--- config.mk ---
export PLATFORM = sky130hd
export DESIGN_NAME = tcb_lite_top
export DESIGN_NICKNAME = d
export VERILOG_FILES = /design/src/tcb_lite_pkg.sv /design/src/tcb_lite_decode.sv /design/src/tcb_lite_execute.sv /design/src/tcb_lite_result.sv /design/src/tcb_lite_top.sv
export SDC_FILE = /design/constraint.sdc
export NUM_CORES = 1
export LEC_CHECK = 0
export BUFFER_PORTS_ARGS = -buffer_cell sky130_fd_sc_hd__buf_2
export CAP_MARGIN = 20
export CORE_AREA = 5 5 121 123
export CTS_BUF_LIST = sky130_fd_sc_hd__clkbuf_2
export CTS_CLUSTER_SIZE = 40
export DETAILED_ROUTE_END_ITERATION = 6
export DIE_AREA = 0 0 126 128
export PLACE_DENSITY = 0.77
export SLEW_MARGIN = 20
export SYNTH_ARGS = -nofsm -noshare
export SYNTH_HDL_FRONTEND = slang
export SYNTH_HIERARCHICAL = 1
export SYNTH_SLANG_ARGS = --single-unit
--- constraint.sdc ---
create_clock -name clk -period 13.4 [get_ports clk]
set_input_delay 1.34 -clock clk [delete_from_list [all_inputs] [get_ports clk]]
set_output_delay 1.34 -clock clk [all_outputs]
set_load 0.05 [all_outputs]
--- src/tcb_lite_pkg.sv ---
////////////////////////////////////////////////////////////
// TCB-Lite shared widths, size/target types and helpers
// imported by the bridge RTL and the testbench
////////////////////////////////////////////////////////////

package tcb_lite_pkg;

    ////////////////////////////////////////////////////////////
    // bus widths
    ////////////////////////////////////////////////////////////

    localparam int unsigned tcb_dat_w = 32;            // data width
    localparam int unsigned tcb_byt_w = tcb_dat_w/8;   // byte enable width

    ////////////////////////////////////////////////////////////
    // types
    ////////////////////////////////////////////////////////////

    // logarithmic transfer size, 2'd3 (double word) is not supported here
    typedef enum logic [1:0] {
        tcb_siz_byte = 2'd0,  // 1 byte
        tcb_siz_half = 2'd1,  // 2 bytes
        tcb_siz_word = 2'd2   // 4 bytes
    } tcb_siz_t;

    // target manager port, picked by address MSB
    typedef enum logic {
        tcb_man_lo = 1'b0,
        tcb_man_hi = 1'b1
    } tcb_man_t;

    // byte offset inside the data word
    typedef logic [$clog2(tcb_byt_w)-1:0] tcb_off_t;

    ////////////////////////////////////////////////////////////
    // helpers
    ////////////////////////////////////////////////////////////

    // byte mask for a size, anchored at lane 0
    function automatic logic [tcb_byt_w-1:0] tcb_siz_byt (
        input tcb_siz_t siz
    );
        case (siz)
            tcb_siz_byte: return 4'b0001;
            tcb_siz_half: return 4'b0011;
            tcb_siz_word: return 4'b1111;
            default:      return 4'b1111;  // oversize, flagged elsewhere
        endcase
    endfunction

endpackage: tcb_lite_pkg

--- src/tcb_lite_decode.sv ---
////////////////////////////////////////////////////////////
// TCB-Lite request decoder, purely combinational
// logsize to byte enable, lane placement, target select
////////////////////////////////////////////////////////////

module tcb_lite_decode
    import tcb_lite_pkg::*;
#(
    parameter int unsigned ADR = 32  // address width, 8 to 32
)(
    // subordinate request fields
    input  logic [ADR-1:0]       req_adr,  // byte address
    input  tcb_siz_t             req_siz,  // logarithmic size
    input  logic [tcb_dat_w-1:0] req_wdt,  // write data, low bits
    // decoded request
    output logic [tcb_byt_w-1:0] dec_byt,  // byte enable
    output logic [tcb_dat_w-1:0] dec_wdt,  // write data in its lanes
    output tcb_man_t             dec_man,  // target manager
    output tcb_off_t             dec_off,  // byte offset
    output logic                 dec_err   // local error
);

    ////////////////////////////////////////////////////////////
    // local signals
    ////////////////////////////////////////////////////////////

    logic [tcb_byt_w-1:0] siz_byt;  // size mask at lane 0
    logic                 mis_aln;  // misaligned address
    logic                 ovr_siz;  // wider than the bus

    ////////////////////////////////////////////////////////////
    // alignment check
    ////////////////////////////////////////////////////////////

    assign dec_off = req_adr[$bits(tcb_off_t)-1:0];

    always_comb begin
        mis_aln = 1'b0;
        ovr_siz = 1'b0;
        case (req_siz)
            tcb_siz_byte: mis_aln = 1'b0;             // any address
            tcb_siz_half: mis_aln = dec_off[0];       // even addresses
            tcb_siz_word: mis_aln = |dec_off;         // word aligned
            default: begin
                ovr_siz = 1'b1;                       // 8 bytes on a 4 byte bus
            end
        endcase
    end

    assign dec_err = mis_aln | ovr_siz;

    ////////////////////////////////////////////////////////////
    // byte enable and write lanes
    ////////////////////////////////////////////////////////////

    assign siz_byt = tcb_siz_byt(req_siz);

    // little endian lane placement
    assign dec_byt = siz_byt << dec_off;
    assign dec_wdt = req_wdt << {dec_off, 3'b000};  // offset in bits

    ////////////////////////////////////////////////////////////
    // target select
    ////////////////////////////////////////////////////////////

    // upper half of the address map goes to the high manager
    assign dec_man = tcb_man_t'(req_adr[ADR-1]);

endmodule: tcb_lite_decode

--- src/tcb_lite_execute.sv ---
////////////////////////////////////////////////////////////
// TCB-Lite request register with back-pressure and demux
// one held request, vld raised on the selected manager only
////////////////////////////////////////////////////////////

module tcb_lite_execute
    import tcb_lite_pkg::*;
#(
    parameter int unsigned ADR = 32  // address width
)(
    // system signals
    input  logic                 clk,
    input  logic                 rst,
    // subordinate handshake and fields
    input  logic                 sub_vld,
    output logic                 sub_rdy,
    input  logic                 sub_req_lck,
    input  logic                 sub_req_ndn,
    input  logic                 sub_req_wen,
    // decoded request
    input  logic [ADR-1:0]       dec_adr,
    input  logic [tcb_byt_w-1:0] dec_byt,
    input  logic [tcb_dat_w-1:0] dec_wdt,
    input  tcb_man_t             dec_man,
    input  tcb_off_t             dec_off,
    input  logic                 dec_err,
    input  tcb_siz_t             dec_siz,
    // low manager
    output logic                 man_lo_vld,
    input  logic                 man_lo_rdy,
    output logic                 man_lo_req_lck,
    output logic                 man_lo_req_ndn,
    output logic                 man_lo_req_wen,
    output logic [ADR-1:0]       man_lo_req_adr,
    output logic [tcb_byt_w-1:0] man_lo_req_byt,
    output logic [tcb_dat_w-1:0] man_lo_req_wdt,
    // high manager
    output logic                 man_hi_vld,
    input  logic                 man_hi_rdy,
    output logic                 man_hi_req_lck,
    output logic                 man_hi_req_ndn,
    output logic                 man_hi_req_wen,
    output logic [ADR-1:0]       man_hi_req_adr,
    output logic [tcb_byt_w-1:0] man_hi_req_byt,
    output logic [tcb_dat_w-1:0] man_hi_req_wdt,
    // completion pulse to result
    output logic                 cmp_vld,
    output tcb_man_t             cmp_man,
    output logic                 cmp_err,
    output tcb_off_t             cmp_off,
    output tcb_siz_t             cmp_siz
);

    ////////////////////////////////////////////////////////////
    // request register
    ////////////////////////////////////////////////////////////

    logic                 req_vld;  // register occupied
    logic                 req_err;  // local error, never shown
    tcb_man_t             req_man;
    tcb_off_t             req_off;
    tcb_siz_t             req_siz;
    logic                 req_lck;
    logic                 req_ndn;
    logic                 req_wen;
    logic [ADR-1:0]       req_adr;
    logic [tcb_byt_w-1:0] req_byt;
    logic [tcb_dat_w-1:0] req_wdt;

    logic man_rdy;   // ready of the selected manager
    logic man_trn;   // manager transfer
    logic err_ret;   // error retirement
    logic req_done;  // register frees up this cycle

    assign man_rdy  = (req_man == tcb_man_hi) ? man_hi_rdy : man_lo_rdy;
    assign man_trn  = req_vld & ~req_err & man_rdy;
    assign err_ret  = req_vld &  req_err;  // one cycle, no manager involved
    assign req_done = man_trn | err_ret;

    // accept when empty or draining
    assign sub_rdy = ~req_vld | req_done;

    always_ff @(posedge clk) begin
        if (rst) begin
            req_vld <= 1'b0;
        end else if (sub_rdy) begin
            req_vld <= sub_vld;
        end
    end

    always_ff @(posedge clk) begin
        if (sub_vld & sub_rdy) begin  // subordinate transfer
            req_err <= dec_err;
            req_man <= dec_man;
            req_off <= dec_off;
            req_siz <= dec_siz;
            req_lck <= sub_req_lck;
            req_ndn <= sub_req_ndn;
            req_wen <= sub_req_wen;
            req_adr <= dec_adr;
            req_byt <= dec_byt;
            req_wdt <= dec_wdt;
        end
    end

    ////////////////////////////////////////////////////////////
    // demultiplexer
    ////////////////////////////////////////////////////////////

    assign man_lo_vld = req_vld & ~req_err & (req_man == tcb_man_lo);
    assign man_hi_vld = req_vld & ~req_err & (req_man == tcb_man_hi);

    // shared fields, only vld tells them apart
    assign man_lo_req_lck = req_lck;
    assign man_lo_req_ndn = req_ndn;
    assign man_lo_req_wen = req_wen;
    assign man_lo_req_adr = req_adr;
    assign man_lo_req_byt = req_byt;
    assign man_lo_req_wdt = req_wdt;
    assign man_hi_req_lck = req_lck;
    assign man_hi_req_ndn = req_ndn;
    assign man_hi_req_wen = req_wen;
    assign man_hi_req_adr = req_adr;
    assign man_hi_req_byt = req_byt;
    assign man_hi_req_wdt = req_wdt;

    // completion record
    assign cmp_vld = req_done;
    assign cmp_man = req_man;
    assign cmp_err = req_err;
    assign cmp_off = req_off;
    assign cmp_siz = req_siz;

endmodule: tcb_lite_execute

--- src/tcb_lite_result.sv ---
////////////////////////////////////////////////////////////
// TCB-Lite response path, one cycle after completion
// selects the manager and moves read data to the low bits
////////////////////////////////////////////////////////////

module tcb_lite_result
    import tcb_lite_pkg::*;
(
    // system signals
    input  logic                 clk,
    input  logic                 rst,
    // completion pulse from execute
    input  logic                 cmp_vld,
    input  tcb_man_t             cmp_man,
    input  logic                 cmp_err,
    input  tcb_off_t             cmp_off,
    input  tcb_siz_t             cmp_siz,
    // manager responses
    input  logic [tcb_dat_w-1:0] man_lo_rsp_rdt,
    input  logic                 man_lo_rsp_err,
    input  logic [tcb_dat_w-1:0] man_hi_rsp_rdt,
    input  logic                 man_hi_rsp_err,
    // subordinate response
    output logic [tcb_dat_w-1:0] sub_rsp_rdt,
    output logic                 sub_rsp_err
);

    logic                 rsp_vld;  // response due this cycle
    tcb_man_t             rsp_man;
    logic                 rsp_lcl;  // local error record
    tcb_off_t             rsp_off;
    tcb_siz_t             rsp_siz;

    logic [tcb_dat_w-1:0] man_rdt;  // selected read data
    logic                 man_err;
    logic [tcb_byt_w-1:0] siz_byt;
    logic [tcb_dat_w-1:0] rdt_msk;  // bit mask for the size

    always_ff @(posedge clk) begin
        if (rst) rsp_vld <= 1'b0;
        else     rsp_vld <= cmp_vld;
    end

    always_ff @(posedge clk) begin
        if (cmp_vld) begin
            rsp_man <= cmp_man;
            rsp_lcl <= cmp_err;
            rsp_off <= cmp_off;
            rsp_siz <= cmp_siz;
        end
    end

    assign man_rdt = (rsp_man == tcb_man_hi) ? man_hi_rsp_rdt : man_lo_rsp_rdt;
    assign man_err = (rsp_man == tcb_man_hi) ? man_hi_rsp_err : man_lo_rsp_err;

    // expand byte mask to bits
    assign siz_byt = tcb_siz_byt(rsp_siz);
    always_comb begin
        for (int i = 0; i < tcb_byt_w; i++) begin
            rdt_msk[8*i +: 8] = {8{siz_byt[i]}};
        end
    end

    // local error wins, no data
    assign sub_rsp_rdt = rsp_lcl ? '0 : (man_rdt >> {rsp_off, 3'b000}) & rdt_msk;
    assign sub_rsp_err = rsp_vld & (rsp_lcl | man_err);

endmodule: tcb_lite_result

--- src/tcb_lite_top.sv ---
////////////////////////////////////////////////////////////
// TCB-Lite bridge, logsize subordinate to two byte enable
// managers split by address MSB
////////////////////////////////////////////////////////////

module tcb_lite_top
    import tcb_lite_pkg::*;
#(
    parameter int unsigned ADR = 32  // address width, 8 to 32
)(
    // system signals
    input  logic                 clk,
    input  logic                 rst,
    // subordinate port
    input  logic                 sub_vld,
    output logic                 sub_rdy,
    input  logic                 sub_req_lck,
    input  logic                 sub_req_ndn,
    input  logic                 sub_req_wen,
    input  logic [ADR-1:0]       sub_req_adr,
    input  tcb_siz_t             sub_req_siz,
    input  logic [tcb_dat_w-1:0] sub_req_wdt,
    output logic [tcb_dat_w-1:0] sub_rsp_rdt,
    output logic                 sub_rsp_err,
    // low manager port
    output logic                 man_lo_vld,
    input  logic                 man_lo_rdy,
    output logic                 man_lo_req_lck,
    output logic                 man_lo_req_ndn,
    output logic                 man_lo_req_wen,
    output logic [ADR-1:0]       man_lo_req_adr,
    output logic [tcb_byt_w-1:0] man_lo_req_byt,
    output logic [tcb_dat_w-1:0] man_lo_req_wdt,
    input  logic [tcb_dat_w-1:0] man_lo_rsp_rdt,
    input  logic                 man_lo_rsp_err,
    // high manager port
    output logic                 man_hi_vld,
    input  logic                 man_hi_rdy,
    output logic                 man_hi_req_lck,
    output logic                 man_hi_req_ndn,
    output logic                 man_hi_req_wen,
    output logic [ADR-1:0]       man_hi_req_adr,
    output logic [tcb_byt_w-1:0] man_hi_req_byt,
    output logic [tcb_dat_w-1:0] man_hi_req_wdt,
    input  logic [tcb_dat_w-1:0] man_hi_rsp_rdt,
    input  logic                 man_hi_rsp_err
);

    ////////////////////////////////////////////////////////////
    // local signals
    ////////////////////////////////////////////////////////////

    logic [tcb_byt_w-1:0] dec_byt;
    logic [tcb_dat_w-1:0] dec_wdt;
    tcb_man_t             dec_man;
    tcb_off_t             dec_off;
    logic                 dec_err;

    logic                 cmp_vld;  // completion pulse
    tcb_man_t             cmp_man;
    logic                 cmp_err;
    tcb_off_t             cmp_off;
    tcb_siz_t             cmp_siz;

    ////////////////////////////////////////////////////////////
    // pipeline
    ////////////////////////////////////////////////////////////

    tcb_lite_decode #(.ADR (ADR)) decode (
        .req_adr (sub_req_adr), .req_siz (sub_req_siz), .req_wdt (sub_req_wdt),
        .dec_byt (dec_byt), .dec_wdt (dec_wdt), .dec_man (dec_man),
        .dec_off (dec_off), .dec_err (dec_err)
    );

    tcb_lite_execute #(.ADR (ADR)) execute (
        .clk (clk), .rst (rst),
        .sub_vld (sub_vld), .sub_rdy (sub_rdy),
        .sub_req_lck (sub_req_lck), .sub_req_ndn (sub_req_ndn), .sub_req_wen (sub_req_wen),
        .dec_adr (sub_req_adr), .dec_byt (dec_byt), .dec_wdt (dec_wdt), .dec_man (dec_man),
        .dec_off (dec_off), .dec_err (dec_err), .dec_siz (sub_req_siz),
        .man_lo_vld (man_lo_vld), .man_lo_rdy (man_lo_rdy),
        .man_lo_req_lck (man_lo_req_lck), .man_lo_req_ndn (man_lo_req_ndn),
        .man_lo_req_wen (man_lo_req_wen), .man_lo_req_adr (man_lo_req_adr),
        .man_lo_req_byt (man_lo_req_byt), .man_lo_req_wdt (man_lo_req_wdt),
        .man_hi_vld (man_hi_vld), .man_hi_rdy (man_hi_rdy),
        .man_hi_req_lck (man_hi_req_lck), .man_hi_req_ndn (man_hi_req_ndn),
        .man_hi_req_wen (man_hi_req_wen), .man_hi_req_adr (man_hi_req_adr),
        .man_hi_req_byt (man_hi_req_byt), .man_hi_req_wdt (man_hi_req_wdt),
        .cmp_vld (cmp_vld), .cmp_man (cmp_man), .cmp_err (cmp_err),
        .cmp_off (cmp_off), .cmp_siz (cmp_siz)
    );

    tcb_lite_result result (
        .clk (clk), .rst (rst),
        .cmp_vld (cmp_vld), .cmp_man (cmp_man), .cmp_err (cmp_err),
        .cmp_off (cmp_off), .cmp_siz (cmp_siz),
        .man_lo_rsp_rdt (man_lo_rsp_rdt), .man_lo_rsp_err (man_lo_rsp_err),
        .man_hi_rsp_rdt (man_hi_rsp_rdt), .man_hi_rsp_err (man_hi_rsp_err),
        .sub_rsp_rdt (sub_rsp_rdt), .sub_rsp_err (sub_rsp_err)
    );

endmodule: tcb_lite_top

# After elaboration in Yosys (flattened, before gate mapping)
# Index checks and enable logic that the tools add are counted.
# totals
regBits,85
in_bits,140
output_inout_bits,178
elab_cells,49
# op_classes
eq_ne,3
shift,3
mux,8
bitwise,15
reduce_logical,4
# op_table
cell,count
2-to-1 mux 32 bit,2
bitwise AND 32 bit,1
left shift 32 x 5 -> 32 bit,1
>> shifter 32 x 5 -> 32 bit,1
case mux 4 bit (2 select lines),2
bitwise AND 1 bit,7
"equality test 2 x 1 -> 1 bit, second input constant",2
zero test 2 bit,2
OR 1 bit,4
left shift 4 x 2 -> 4 bit,1
2-to-1 mux 1 bit,3
NOT 1 bit,3
OR reduction 3 bit,1
"equality test 2 bit, second input constant",1
case mux 1 bit (2 select lines),1
OR reduction 2 bit,1

# Logic depth before layout (Yosys ltp)
# logic_depth
ltp_word,6
depth_mapped,6
mapped_depth_nobuf,4

# By module
# The synthesis kept the hierarchy.
# modules_own_cells
module,instances,cells_each,area_per_inst_um2,seq_area_each_um2
tcb_lite_execute,1,160,2947.8,2332.2
tcb_lite_result,1,114,1325.0,200.2
tcb_lite_decode,1,85,714.4,0.0

# Worst setup path before layout
# Ideal clock, no wire load.
# synth_path
kind,in2reg
startpoint,in man_hi_rdy
endpoint,reg execute.req_err (netlist: execute/cmp_err) (enable)
setup_time_ns,0.537
t_arrival_ns,5.153
t_required_ns,12.863
path_slack_ns,7.709
stages,2
n_path_buf,0
cell_sequence,mux2i_1 a21oi_1
# synth_via
elab_chain_cells,5
# synth_rtl
element,line_no,source
start: declaration,tcb_lite_top.sv:38,"input logic man_hi_rdy,"
2-to-1 mux 1 bit,tcb_lite_execute.sv:75,assign man_rdy = (req_man == tcb_man_hi) ? man_hi_rdy : man_lo_rdy;
bitwise AND 1 bit,tcb_lite_execute.sv:76,assign man_trn = req_vld & ~req_err & man_rdy;
OR 1 bit,tcb_lite_execute.sv:78,assign req_done = man_trn | err_ret;
OR 1 bit,tcb_lite_execute.sv:81,assign sub_rdy = ~req_vld | req_done;
bitwise AND 1 bit,tcb_lite_execute.sv:92,if (sub_vld & sub_rdy) begin
end signal: assignment,tcb_lite_execute.sv:93,req_err <= dec_err;
end: declaration,tcb_lite_execute.sv:59,logic req_err;
# Every way passes these cells.
# A chain may end at the register's enable or synchronous reset.

# Final worst setup path
# layout_path
startpoint,reg result.rsp_off[1]
endpoint,out sub_rsp_rdt[26]
# layout_via
elab_chain_cells,3
# layout_rtl
element,line_no,source
start: declaration,tcb_lite_result.sv:31,tcb_off_t rsp_off;
start signal: assignment,tcb_lite_result.sv:48,rsp_off <= cmp_off;
>> shifter 32 x 5 -> 32 bit,tcb_lite_result.sv:65,"assign sub_rsp_rdt = rsp_lcl ? '0 : (man_rdt >> {rsp_off, 3'b000}) & rdt_msk;"
bitwise AND 32 bit,tcb_lite_result.sv:65,
2-to-1 mux 32 bit,tcb_lite_result.sv:65,
end: declaration,tcb_lite_top.sv:23,"output logic [tcb_dat_w-1:0] sub_rsp_rdt,"
# Every way passes these cells.

==> out/metrics.csv <==
metric;value;unit
global placement routability congestion;0.9564;
final critical path time including I/O delays and setup;4436;ps
first-pass GRT wire length;23720;um
number of different library cells in the post-synthesis netlist;39;
relative contribution of combinational cells to total power;0.341;
final HPWL from detailed placement;13170;um
largest vdd supply drop;0.06514;mV
number of violations of the max-capacitance limit;0;
number of standard cells after synthesis;359;
clock skew;53.79;ps
Critical Path Start Type;flip-flop;
Pre-Repair DR Iteration Count;4;
critical-path cell list;nor2_1 > nand3_1 > nor2_1 > buf_2;
total setup violations reported at the end of the flow;0;
Storage cell area;0.002532;mm2
initial detailed-routing violation count;222;
pin count of the biggest net entering global routing;78;
starting density of the core;0.3678;
CP max stage cell;nor2_1;
Vias;3832;
Sw Ratio;0.4178;
transition time at the pin with the least slew margin;1055;ps
CP most frequent cell;nor2_1;
DRC violations left;0;
largest stage delay on the critical path;820;ps
Clock Sink Count;85;
WL per Instance;20.86;um
data required time of the critical path;12060;ps
Seq pwr share;0.464;
Async S/R FF share, synth;0;
worst-path maximum fanout;17;
tightest slew margin relative to the limit;0.2966;
Post-CTS Hold Fix Bufs;0;
sum of negative setup slack;0;ps
number of antenna repair diodes;0;
average footprint of a synthesized cell;13.89;um2
CP Capture Type;output port;
worst hold path stage count;0;
proportion of layout cells with a drive suffix above 1;0.6096;
clock network fraction of design power;0.195;
prevailing post-synth register cell;edfxtp_1;
share of the yosys chip area belonging to registers;0.5078;
# Post-CTS Setup Buffers;0;
CP delay by family, top;simple AND/OR/NAND/NOR gates;
final-layout fill cell count;1274;
aggregate global-route resource usage;0.1905;
#FFs+latches synth;85;
max frequency;225.4;MHz
depth of the most critical reg-to-reg path;3;
share of the core filled with cells;0.4599;
run status;finished clean;
r2r endpoint;execute/man_hi_req_byt[2];
Power per Cell Area;112.9;mW/mm2
Gates resized, CTS repair;0;
classification of the worst setup path;flip-flop to output port;
initial antenna violation count;1;
total number of yosys warnings;6;
number of primary I/O pins;318;
flop-to-flop setup slack;11320;ps
worst hold path startpoint;execute/cmp_off[1];
unrepaired setup endpoints after global routing;false;
net load switching power;294.0;uW
worst-case clock buffer depth;2;
final hold vios;0;
worst min path class;flip-flop to flip-flop;
nets;742;
clock insertion delay at the later pin of the skew report;580;ps
global route total overflow;0;
leakage power summed over all cells;0.002977;uW
clock tree from TritonCTS;yes;
Row Count;43;
full die area;0.01613;mm2
final WL;16310;um
clock transition time at the flip-flop clock pins of the worst setup and hold paths;220;ps
Crit path buffers/inverters;1;
cts bufs inserted;9;
root cell of the clock tree;clkbuf_2;
IO buf count;317;
Final Slew Violations;0;
vertical extent of the die;128;um
endpoint of the worst hold-timing path;result/rsp_off[1];
layout overhead on the synthesized area;25.01;%
die span in x;126;um
EDFF count, synth;83;
FF-to-FF Start;execute/cmp_man;
via count of the first global-routing pass;4027;
net count after synthesis;504;
total area of multi-input combinational cells;0.001735;mm2
Critical path origin;result/rsp_off[1];
Antenna Nets Post-Route;0;
standard cell core area;0.01356;mm2
data arrival at the endpoint of the critical path;3100;ps
H-tree lvl count;3;
Cell Area, Synth;0.004987;mm2
cell internal power dissipation;409.7;uW
Period Utilization, post-route;0.3310;
power after layout;703.7;uW
via/cell ratio;4.900;
[power groups by stage]
stage	registers, uW	logic (uW)	clock network, uW
floorplan	381	143	0
global placement	332	240	0
detailed placement	332	241	0
CTS	327	241	143
global route	329	250	154
finish	327	240	137
[layout by cell type, fill, tap and decap left out, drive strengths merged]
cell	n
a22oi	7
and2b	1
nor2b	8
buf	319
nand3	2
mux4	21
nand2	3
a2bb2oi	1
mux2i	41
ha	5
inv	9
a22o	8
nand2b	4
o21a	2
and3	8
dfxtp	2
o21ai	1
mux2	14
o22ai	1
a21oi	4
or3b	1
o31a	1
nor2	25
clkbuf	9
edfxtp	83
o21bai	1
o211ai	1
clkinv	3
and2	9
o2bb2ai	8
[kinds of logic (layout without fill, tap and decap cells)]
| family | after synthesis | count (layout) | synth area share |
|---|---|---|---|
| flops | 85 | 85 | 0.5078 |
| mux | 76 | 76 | 0.2140 |
| simple gates | 61 | 61 | 0.06473 |
| buf+inv | 97 | 340 | 0.1465 |
| fa+ha+maj | 5 | 5 | 0.01254 |
| compound gates | 35 | 35 | 0.05444 |
[synthesized netlist by cell type, types with 5 or more instances]
master / number / area [um2]
nor2b_1: 8 / 50.05
mux2_2: 12 / 135.1
inv_1: 5 / 18.77
ha_1: 5 / 62.56
nor2_1: 24 / 90.09
a22o_1: 8 / 70.07
buf_4: 75 / 563.0
edfxtp_1: 83 / 2492
and2_1: 8 / 50.05
a22oi_1: 7 / 52.55
buf_6: 6 / 67.56
mux4_2: 15 / 337.8
o2bb2ai_1: 8 / 70.07
mux4_1: 6 / 157.7
mux2i_1: 41 / 410.4
and3_1: 8 / 50.05
[per-stage QoR]
step | area [um2] | hold WS (ps) | std cells | setup slack, ps
finish | 6235 | 463.1 | 782 | 8964
global route | 6235 | 481.1 | 782 | 8698
CTS | 6235 | 466.9 | 782 | 8932
detailed placement | 6113 | 417.0 | 766 | 9558
global placement | 6113 | 408.7 | 766 | 9545
floorplan | 4987 | 400.3 | 359 | 7709
[flip-flops by register name, summed over array words and instances (netlist names), 2 cells and up]
signal,cells
execute/cmp_off,2
execute/cmp_siz,2
execute/man_hi_req_adr,32
execute/man_hi_req_byt,4
execute/man_hi_req_wdt,32
result/rsp_off,2
result/rsp_siz,2
[final cells by class]
| type | instances | area share |
|---|---|---|
| clock inverters | 7 | 0.01224 |
| repair buffers | 319 | 0.2569 |
| clock buffers | 9 | 0.007225 |
| flip-flops and latches | 85 | 0.4062 |
| inverters | 5 | 0.003010 |
| multi-input cells | 177 | 0.2783 |
| well taps | 180 | 0.03612 |
[worst reg2reg max path, stage by stage (launching register included)]
cell and delay (ps):
edfxtp_1 560, mux2i_1 220, a21oi_4 140, buf_4 750
[how the worst max path moves through the flow]
stage | to | cells past startpoint
after floorplan | execute/cmp_err | 2
after detailed placement | sub_rsp_rdt[4] | 4
after global placement | sub_rsp_rdt[4] | 4
final | sub_rsp_rdt[26] | 4
after global routing | sub_rsp_rdt[26] | 4
after CTS | sub_rsp_rdt[26] | 4
[routing by layer]
layer	share of wire	track usage	vias to the layer above	routed length [um]
li1	-	-	1752	-
met1	0.39	0.2331	1830	6365
met2	0.51	0.3336	231	8300
met3	0.085	0.05375	17	1393
met4	0.014	0.04732	2	235
met5	0.00080	0	-	13
(Power assumes the default switching activity.)
